## src/logic/mem_axi_macros.svh

```systemverilog
`ifndef MEM_AXI_MACROS_SVH
`define MEM_AXI_MACROS_SVH

// byte address width seen on the AXI side
`define MEM_AXI_ADDR_W 64

// one data beat is one memory word
`define MEM_AXI_DATA_W 64

`define MEM_AXI_ID_W 4

// the memory holds 2**MEM_AXI_DEPTH_LOG2 words and upper address bits wrap
`define MEM_AXI_DEPTH_LOG2 10

`endif

```

## src/logic/mem_axi_pkg.sv

```systemverilog
`include "mem_axi_macros.svh"

package mem_axi_pkg;

    typedef logic [`MEM_AXI_ADDR_W-1:0]     addr_t;
    typedef logic [`MEM_AXI_DATA_W-1:0]     data_t;
    typedef logic [`MEM_AXI_DATA_W/8-1:0]   strb_t;
    typedef logic [`MEM_AXI_ID_W-1:0]       id_t;
    typedef logic [7:0]                     len_t;
    typedef logic [2:0]                     size_t;
    typedef logic [1:0]                     burst_t;
    typedef logic [`MEM_AXI_DEPTH_LOG2-1:0] word_index_t;

    typedef enum logic [1:0] {
        OKAY   = 2'b00,
        SLVERR = 2'b10
    } resp_t;

    // address channel, shared layout for aw and ar
    typedef struct packed {
        id_t        id;
        addr_t      addr;
        len_t       len;
        size_t      size;
        burst_t     burst;
        logic [3:0] cache;
        logic [2:0] prot;
        logic [3:0] qos;
    } aw_chan_t;

    typedef aw_chan_t ar_chan_t;

    typedef struct packed {
        data_t data;
        strb_t strb;
        logic  last;
    } w_chan_t;

    typedef struct packed {
        id_t   id;
        resp_t resp;
    } b_chan_t;

    typedef struct packed {
        id_t   id;
        data_t data;
        resp_t resp;
        logic  last;
    } r_chan_t;

    typedef enum logic {
        WR_IDLE,
        WR_RESP
    } wr_state_t;

    typedef enum logic {
        RD_IDLE,
        RD_DATA
    } rd_state_t;

endpackage

```

## src/logic/axi_mem_slave.sv

```systemverilog
`timescale 1ns/1ps
`include "mem_axi_macros.svh"

module axi_mem_slave (
    input  logic                     clk,
    input  logic                     rst,

    input  mem_axi_pkg::aw_chan_t    aw,
    input  logic                     aw_valid,
    output logic                     aw_ready,

    input  mem_axi_pkg::w_chan_t     w,
    input  logic                     w_valid,
    output logic                     w_ready,

    output mem_axi_pkg::b_chan_t     b,
    output logic                     b_valid,
    input  logic                     b_ready,

    input  mem_axi_pkg::ar_chan_t    ar,
    input  logic                     ar_valid,
    output logic                     ar_ready,

    output mem_axi_pkg::r_chan_t     r,
    output logic                     r_valid,
    input  logic                     r_ready,

    output logic                     read_en,
    output mem_axi_pkg::word_index_t read_addr,
    input  mem_axi_pkg::data_t       read_data,
    output logic                     write_en,
    output mem_axi_pkg::word_index_t write_addr,
    output mem_axi_pkg::data_t       write_data,
    output mem_axi_pkg::strb_t       write_strb
);

    mem_axi_pkg::wr_state_t   wr_state;
    mem_axi_pkg::rd_state_t   rd_state;

    logic                     wr_accept;
    logic                     ar_hs;
    logic                     aw_legal;
    logic                     ar_legal;

    mem_axi_pkg::id_t         b_id;
    logic                     wr_legal;
    logic                     wr_pend;
    mem_axi_pkg::word_index_t wr_idx;
    mem_axi_pkg::data_t       wr_data;
    mem_axi_pkg::strb_t       wr_strb;

    mem_axi_pkg::id_t         rd_id;
    logic                     rd_legal;

    // only single 8-byte incrementing beats reach the memory
    function automatic logic req_legal(mem_axi_pkg::len_t len, mem_axi_pkg::size_t size,
                                       mem_axi_pkg::burst_t burst);
        return (len == '0) && (size == 3'b011) && (burst == 2'b01);
    endfunction

    // drop the byte offset and everything above the memory depth
    function automatic mem_axi_pkg::word_index_t word_index(mem_axi_pkg::addr_t addr);
        return addr[`MEM_AXI_DEPTH_LOG2+2:3];
    endfunction

    assign aw_legal = req_legal(aw.len, aw.size, aw.burst);
    assign ar_legal = req_legal(ar.len, ar.size, ar.burst);

    // address and data are taken together or not at all
    assign wr_accept = (wr_state == mem_axi_pkg::WR_IDLE) && aw_valid && w_valid && w.last;
    assign aw_ready  = wr_accept;
    assign w_ready   = wr_accept;

    always_ff @(posedge clk) begin
        if (rst) begin
            wr_state <= mem_axi_pkg::WR_IDLE;
            wr_pend  <= 1'b0;
        end else begin
            wr_pend <= 1'b0;
            case (wr_state)
                mem_axi_pkg::WR_IDLE: begin
                    if (wr_accept) begin
                        wr_state <= mem_axi_pkg::WR_RESP;
                        wr_pend  <= aw_legal;
                    end
                end
                mem_axi_pkg::WR_RESP: begin
                    if (b_ready) begin
                        wr_state <= mem_axi_pkg::WR_IDLE;
                    end
                end
                default: wr_state <= mem_axi_pkg::WR_IDLE;
            endcase
        end
    end

    always_ff @(posedge clk) begin
        if (wr_accept) begin
            b_id     <= aw.id;
            wr_legal <= aw_legal;
            wr_idx   <= word_index(aw.addr);
            wr_data  <= w.data;
            wr_strb  <= w.strb;
        end
    end

    always_comb begin
        b.id    = b_id;
        b.resp  = wr_legal ? mem_axi_pkg::OKAY : mem_axi_pkg::SLVERR;
        b_valid = (wr_state == mem_axi_pkg::WR_RESP);
    end

    // the memory write lands in the first response cycle
    assign write_en   = wr_pend;
    assign write_addr = wr_idx;
    assign write_data = wr_data;
    assign write_strb = wr_strb;

    assign ar_ready = (rd_state == mem_axi_pkg::RD_IDLE);
    assign ar_hs    = ar_valid && ar_ready;

    assign read_en   = ar_hs && ar_legal;
    assign read_addr = word_index(ar.addr);

    always_ff @(posedge clk) begin
        if (rst) begin
            rd_state <= mem_axi_pkg::RD_IDLE;
        end else begin
            case (rd_state)
                mem_axi_pkg::RD_IDLE: begin
                    if (ar_hs) begin
                        rd_state <= mem_axi_pkg::RD_DATA;
                    end
                end
                mem_axi_pkg::RD_DATA: begin
                    if (r_ready) begin
                        rd_state <= mem_axi_pkg::RD_IDLE;
                    end
                end
                default: rd_state <= mem_axi_pkg::RD_IDLE;
            endcase
        end
    end

    always_ff @(posedge clk) begin
        if (ar_hs) begin
            rd_id    <= ar.id;
            rd_legal <= ar_legal;
        end
    end

    // read_data is held by the RAM until the next read_en
    always_comb begin
        r.id    = rd_id;
        r.data  = rd_legal ? read_data : '0;
        r.resp  = rd_legal ? mem_axi_pkg::OKAY : mem_axi_pkg::SLVERR;
        r.last  = 1'b1;
        r_valid = (rd_state == mem_axi_pkg::RD_DATA);
    end

endmodule

```

## config.mk

```make
export PLATFORM = sky130hd
export DESIGN_NAME = axi_mem_slave
export DESIGN_NICKNAME = d
export VERILOG_FILES = /design/src/logic/mem_axi_pkg.sv /design/src/logic/axi_mem_slave.sv
export VERILOG_INCLUDE_DIRS = /design/src /design/src/logic
export SDC_FILE = /design/constraint.sdc
export NUM_CORES = 1
export LEC_CHECK = 0
export ABC_AREA = 1
export BUFFER_PORTS_ARGS = -buffer_cell sky130_fd_sc_hd__clkbuf_2
export CAP_MARGIN = 20
export CORE_AREA = 2 2 194 196
export DETAILED_ROUTE_END_ITERATION = 10
export DIE_AREA = 0 0 196 198
export MAX_ROUTING_LAYER = met4
export REMOVE_ABC_BUFFERS = 1
export SKIP_LAST_GASP = 1
export SLEW_MARGIN = 5
export SYNTH_ARGS = -nofsm -noshare
export SYNTH_HDL_FRONTEND = slang
export SYNTH_SLANG_ARGS = --single-unit
```

## constraint.sdc

```tcl
create_clock -name clk -period 10.2 [get_ports clk]
set_input_delay 2.04 -clock clk [delete_from_list [all_inputs] [get_ports clk]]
set_output_delay 2.04 -clock clk [all_outputs]
set_load 0.02 [all_outputs]
```

# ---- Yosys cells after proc, flatten, opt, wreduce, memory -nomap -nowiden
# Cells that the tools add are included.
dict set report classes {
  eq_ne 4
  n_mux 9
  bitwise_logic 3
  reduce_logical 12
}
# op count
set op_table {}
lappend op_table {{64-bit two-way mux} 1}
lappend op_table {{8-bit zero test} 2}
lappend op_table {{1-bit logical AND} 9}
lappend op_table {{3-bit by 2-bit == test with 1-bit output, second input constant} 2}
lappend op_table {{2-bit by 1-bit == test with 1-bit output, second input constant} 2}
lappend op_table {{1-bit two-way mux} 4}
lappend op_table {{2-bit two-way mux} 2}
lappend op_table {{1-bit case mux with 2 select lines} 2}
lappend op_table {{1-bit inverter} 3}
lappend op_table {{3-bit OR reduction} 1}
dict set report totals {
  reg_bits 95
  in_bits 328
  wordCells 38
}

# ---- Longest topological paths before layout
# Gate-level depths: netlist of the first run.
dict set report depth {
  word_depth 6
  depth_mapped 6
}

# ---- Worst setup path after synthesis of the first run
# Ideal clock, no wire load.
dict set report synth_timing {
  path_kind {input to output}
  startpoint {in aw_valid}
  endpoint {out w_ready}
  arrival_ns 6.305
  setup_slack_ns 1.855
  path_stages 3
  n_path_buf 1
  path_cell_list {inv_1 nor3_2 buf_4}
}
dict set report synth_between {
  elab_chain_len 3
}
# element line_no
set synth_lines {}
lappend synth_lines {{start: declaration} axi_mem_slave.sv:9} ;# input logic aw_valid,
lappend synth_lines {{1-bit logical AND (3 in a row)} axi_mem_slave.sv:70} ;# assign wr_accept = (wr_state == mem_axi_pkg::WR_IDLE) && aw_valid && w_valid && w.last;
lappend synth_lines {{end: declaration} axi_mem_slave.sv:14} ;# output logic w_ready,
# No other way between the ends.

# ---- Worst setup path in the final report of the first run
# Same ends and word-level chain as after synthesis.

==> impl_metrics.toml, run 1 <==
[sta]
fmaxAchievable_ghz = 0.194
worstMarginPinSlew_ns = 0.684
finalClockSkew_ns = 0.0103
rsz0062_at_grt = "false"
fin_crit_sh_pct = 50.4
setup_viol = 0
drv_slew = 0
min_period_ns = 5.15
finalHoldViolCount = 0
slew_headroom_pct = 54.4
worst_slack_ns = 5.05
fin_setup_tns_ns = 0

[worst_setup_path]
slowest_delay_ns = 0.46
crit_start = "aw_valid"
cp-start-kind = "input pin"
path_class = "in2out"
r2r_end = "wr_legal"
critPathMaxFanout = 42
reg2regPathDepth = 3
endpoint = "w_ready"
rr_startpoint = "b_valid"
crit_slowest_cell = "buf_4"
endpoint_kind = "output pin"
worstPathArrival_ns = 3.11
crit_chain = "clkbuf_2, inv_1, nor3_4, buf_4, clkbuf_2"
required_ns = 8.16
r2r_slack_ns = 8.08
critPathMostFrequentCell = "clkbuf_2"

[clock_tree]
cts-root-buf = "clkbuf_16"
cts_tree = "done"
cts_resized = 0
clockBufferDepth = 2
clk_pin_slew_ns = 0.08
cts_sinks = 95
hold_buffers = 0
cts.htree.levels = 3
worstSkewPairLatency_ns = 0.37
numCtsBuffers = 9
post_cts_buffers = 0

[place]
io_buffers = 350
post-place-ws_ns = 5.04
place_congestion = 0.700
hpwl_mm = 11.2

[global_routing]
antenna_found_initial = 5
grt_pass1_vias = 3125
grt_pass1_wl_mm = 17.8
overflow = 0
grtUsageTotal_pct = 6.95
grt_max_degree = 66

[power]
p_sw_w = 0.000241
p_sw_share_pct = 26.2
vdd_ir_drop_max_v = 0.000117
power_leakage_nw = 3.27
power.total_w = 0.000922
clkPwrFrac_pct = 38.7
power_frac_seq_pct = 48.3
powerDensity_nw_per_um2 = 149
pwr-share-comb_pct = 13.0
p_int_w = 0.000681

[layout]
fin_nets = 962
nFillCells = 4120
drive_gt1_share_pct = 57.6
area.growth.synth_to_final_pct = 68.5

[floorplan]
io_pins = 504
row_count = 71
coreArea_um2 = 37000
floorplan.initialDensity_pct = 9.92
die_h_um = 198
die_area_um2 = 38800
fp.dieW_um = 196

[synthesis]
synth.avg_cell_area_um2 = 12.6
synth_most_common_cell = "edfxtp_1"
synth_xor_xnor_area_share_pct = 0
ys.flop_type = "edfxtp_1"
netlist_area_um2 = 3670
async_reset_ff_share_pct = 0
synth_area_leader_cell = "edfxtp_1"
synthAdderAreaFrac_pct = 0
synthSimpleGateAreaFrac_pct = 10.1
synth_top_area_share_pct = 75.4
synth_top_family_by_area = "buffers and inverters"
muxShareOfSynthArea_pct = 0
yosysWarningCount = 0
synthTopCellsByCount = "92 x edfxtp_1, 78 x nand2_1, 74 x inv_1"
synth_edf_count = 92
synth_seq_cells = 95
netlist_top_cells_area = "edfxtp_1 75%, nand2_1 8.0%, inv_1 7.6%, buf_4 3.1%, dfxtp_1 1.6%"
synth.distinct_cells = 13
syn_inst = 290
ys_seq_area_share_pct = 77.0
synth-compound-area-share_pct = 0.341

[routing]
wl_per_cell_um = 12.1
viasPerCell = 2.92
drcViolationCount = 0
antenna_left = 0
routed_wl_mm = 13.6
first_iter_violations = 41
drt_first_pass_iters = 4
vias = 3263

[worst_hold_path]
hold_class = "reg2reg"

[flow_run]
maxCapViolations = 0

[outcome]
outcome = "completed"
[power by group through the flow]
stage	Combinational [W]	Sequential [W]	Clock, W
finish	0.000120	0.000446	0.000357
detailed placement	0.000122	0.000455	0
CTS	0.000122	0.000446	0.000380
floorplan	0.0000378	0.000472	0
global route	0.000130	0.000447	0.000388
global placement	0.000120	0.000454	0
[stage by stage]
step | std cells | hold WS (ns) | util, % | area (um^2)
floorplan | 270 | 0.561 | - | 3500
global placement | 1097 | 0.516 | 15.9 | 5870
detailed placement | 1097 | 0.535 | 15.9 | 5870
CTS | 1113 | 0.547 | 16.7 | 6170
global route | 1118 | 0.582 | 16.7 | 6180
finish | 1118 | 0.538 | 16.7 | 6180
[how the worst min path moves through the flow]
stage / from / endpoint / cells past startpoint / slack [ns]
after floorplan: b_valid / b_valid / 2 / 0.56
after global placement: b_valid / b_valid / 2 / 0.52
after detailed placement: b_valid / b_valid / 2 / 0.53
after CTS: b_valid / b_valid / 2 / 0.55
after global routing: b_valid / b_valid / 2 / 0.58
final: b_valid / b_valid / 2 / 0.54
[logic make-up after synthesis]
family / count (synthesis)
AND/OR/NAND/NOR: 96
buffers and inverters: 95
AO/OA/AOI/OAI: 2
flip-flops: 95
other: 2
[cells in the final DEF, fill, tap and decap left out]
master      count
buf_4           3
bufinv_16       1
clkbuf_1        1
clkbuf_16       9
clkbuf_2      350
clkinv_1        1
clkinv_4        1
clkinvlp_4      1
conb_1          3
dfxtp_1         3
diode_2         5
edfxtp_1       92
inv_1          74
inv_6           2
nand2_1        78
nor2_1         15
nor3_4          1
o21a_1          1
o21ai_0         1
or2_0           2
[flip-flops by register name, indices dropped and copies added, names as in the netlist]
register	count
write_data	64
r_valid	1
b_valid	1
write_strb	8
b_id	4
rd_legal	1
wr_legal	1
write_addr	10
rd_id	4
write_en	1
[final cells by class]
type	count	area [um^2]	share of cell area, %
antenna	5	12.5	0.203
clock inverter	6	67.6	1.09
multi-input combinational	101	402	6.50
sequential	95	2820	45.7
timing repair buffer	353	1770	28.7
clock buffer	10	229	3.71
inverter	74	278	4.50
tap	474	593	9.60
[routing by layer]
metal / GRT usage, % / share of wire (%)
met4: 3.76 / 3.4
met2: 11.5 / 47
met1: 5.65 / 33
met3: 5.14 / 17
met5: - / 0
[critical path, delay by kind of cell]
| family | cells | cell delay (ns) |
|---|---|---|
| simple gates | 1 | 0.15 |
| buf+inv | 4 | 0.85 |
Power figures use the tool's default switching activity.
==> run 2: changes to the inputs <==
--- a/config.mk
+++ b/config.mk
@@ -6,12 +6,12 @@
 export SDC_FILE = /design/constraint.sdc
 export NUM_CORES = 1
 export LEC_CHECK = 0
-export ABC_AREA = 1
+export ABC_AREA = 0
 export BUFFER_PORTS_ARGS = -buffer_cell sky130_fd_sc_hd__clkbuf_2
 export CAP_MARGIN = 20
-export CORE_AREA = 2 2 194 196
+export CORE_AREA = 2 2 198 200
 export DETAILED_ROUTE_END_ITERATION = 10
-export DIE_AREA = 0 0 196 198
+export DIE_AREA = 0 0 200 202
 export MAX_ROUTING_LAYER = met4
 export REMOVE_ABC_BUFFERS = 1
 export SKIP_LAST_GASP = 1
==> constraint.sdc (replaced) <==
create_clock -name clk -period 4.55 [get_ports clk]
set_input_delay 0.91 -clock clk [delete_from_list [all_inputs] [get_ports clk]]
set_output_delay 0.91 -clock clk [all_outputs]
set_load 0.02 [all_outputs]
==> run 2 against run 1 <==
Cell count is 3.7% lower. Clock-buffer cell count is 1 higher. Sequential share of layout area rose by 0.29 points. Worst hold slack got worse by 0.049 ns. Largest cell class unchanged. Highest routed layer unchanged.
==> impl_metrics.toml, run 2 <==
[outcome]
outcome = "completed"

[power]
power.total_w = 0.00210
powerDensity_nw_per_um2 = 341
power_frac_seq_pct = 47.7
clkPwrFrac_pct = 40.6
p_sw_share_pct = 24.4
pwr-share-comb_pct = 11.8
p_sw_w = 0.000511
vdd_ir_drop_max_v = 0.000342
power_leakage_nw = 2.76
p_int_w = 0.00159

[routing]
wl_met2_mm = 7.11
drcViolationCount = 0
viasPerCell = 2.74
vias = 2955
wl_per_cell_um = 12.9
m1WireLength_mm = 4.42
first_iter_violations = 60
routed.top_layer = "met4"
routed_wl_mm = 13.9
antenna_left = 0
wl_met3_mm = 2.12
drt_first_pass_iters = 4

[floorplan]
io_pins = 504
floorplan.initialDensity_pct = 9.18
coreArea_um2 = 38300
row_count = 72
fp.dieW_um = 200
die_area_um2 = 40400
die_h_um = 202

[worst_setup_path]
crit_slowest_cell = "and4_1"
path_class = "in2out"
critPathMostFrequentCell = "clkbuf_2"
required_ns = 3.64
slowest_delay_ns = 0.28
cp-start-kind = "input pin"
critPathMaxFanout = 2
worstPathArrival_ns = 1.91
endpoint_kind = "output pin"
crit_chain = "clkbuf_2, nor4bb_1, and4_1, and2_1, clkbuf_2"

[layout]
register_area_um2 = 2820
layout_commonest_cell = "clkbuf_2"
drive_gt1_share_pct = 66.7
fin_nets = 878
stdcell_area_um2 = 6140
multiInputGateArea_um2 = 542
nFillCells = 4248
area.growth.synth_to_final_pct = 74.8
utilization_pct = 16.0
final_cell_mix = "350 x clkbuf_2, 92 x edfxtp_1, 65 x and2_1"
largest_register_ffs = 64

[worst_hold_path]
hold_class = "reg2reg"

[sta]
fin_setup_tns_ns = 0
timing.hold.ws_ns = 0.489
setup_viol = 0
fmaxAchievable_ghz = 0.354
slew_headroom_pct = 59.3
drv_slew = 0
finalClockSkew_ns = 0.0243
rsz0062_at_grt = "false"
fin_crit_sh_pct = 62.1
worstMarginPinSlew_ns = 0.611
min_period_ns = 2.82
finalHoldViolCount = 0

[synthesis]
synth_area_leader_cell = "edfxtp_1"
synth_most_common_cell = "edfxtp_1"
synth_edf_count = 92
async_reset_ff_share_pct = 0
syn_inst = 205
ys.flop_type = "edfxtp_1"
ys_seq_area_share_pct = 80.3
synth_seq_cells = 95
synth_top_area_share_pct = 78.6
synthTopCellsByCount = "92 x edfxtp_1, 65 x and2_1, 14 x buf_4"
netlist_area_um2 = 3510
synth.avg_cell_area_um2 = 17.1
netlist_top_cells_area = "edfxtp_1 79%, and2_1 12%, buf_4 3.0%, dfxtp_1 1.7%, clkbuf_2 0.71%"
synth.distinct_cells = 19
yosysWarningCount = 0

[clock_tree]
cts.htree.levels = 3
cts_resized = 0
post_cts_buffers = 0
clk_pin_slew_ns = 0.08
cts-root-buf = "clkbuf_16"
clockBufferDepth = 2
worstSkewPairLatency_ns = 0.37
hold_buffers = 0
numCtsBuffers = 9
cts_tree = "done"
cts_sinks = 95

[global_routing]
overflow = 0
antenna_found_initial = 3
grtUsageTotal_pct = 6.75
grt_max_degree = 64
grt_pass1_wl_mm = 17.7
grt_pass1_vias = 2952

[place]
hpwl_mm = 11.7
place_congestion = 0.700
place_area_um2 = 5810
io_buffers = 350

[flow_run]
maxCapViolations = 0
run 2: power groups by stage:
stage / Clock, W / Combinational (W) / Sequential [W]
finish: 0.000850 / 0.000247 / 0.000999
global route: 0.000917 / 0.000271 / 0.00100
CTS: 0.000910 / 0.000253 / 0.000999
detailed placement: 0 / 0.000253 / 0.00102
global placement: 0 / 0.000248 / 0.00102
floorplan: 0 / 0.0000717 / 0.00105
run 2: area by class of cell:
type                            count  share of cell area (%)
Sequential cell                    95                    46.0
Timing Repair Buffer              354                    29.0
Tap cell                          518                    10.6
Multi-Input combinational cell     86                    8.82
Clock buffer                       11                    3.79
Clock inverter                      5                    1.41
Inverter                            4                   0.265
Antenna cell                        4                   0.163
run 2: critical path, delay by kind of cell:
family                 cells  cell delay [ns]
and+or+nand+nor            3             0.70
buffers and inverters      2             0.30
run 2: logic make-up after synthesis:
logic type | after synthesis | synth area share, %
other cells | 2 | 0.214
simple gates | 81 | 14.7
buf+inv | 25 | 4.34
compound gates | 2 | 0.356
flops | 95 | 80.3
run 2: layer usage:
metal  vias to the layer above  track usage [%]
li1                       1402                -
met1                      1299             5.24
met2                       243             12.1
met3                        11             4.41
met4                         0             2.94
met5                         -                -
run 2: worst paths after layout:
path | from | end | slack, ns | cells past startpoint
setup reg to reg | b_valid | write_data[23] | 2.84 | 3
hold / removal | b_valid | b_valid | 0.49 | 2
hold reg to reg | b_valid | b_valid | 0.49 | 2
setup / recovery | ar[23] | read_en | 1.73 | 5
run 2: metrics by stage:
step | std cells | setup WS (ns)
detailed placement | 1057 | 1.66
global route | 1076 | 1.58
floorplan | 185 | 0.644
global placement | 1057 | 1.68
finish | 1077 | 1.73
CTS | 1073 | 1.66
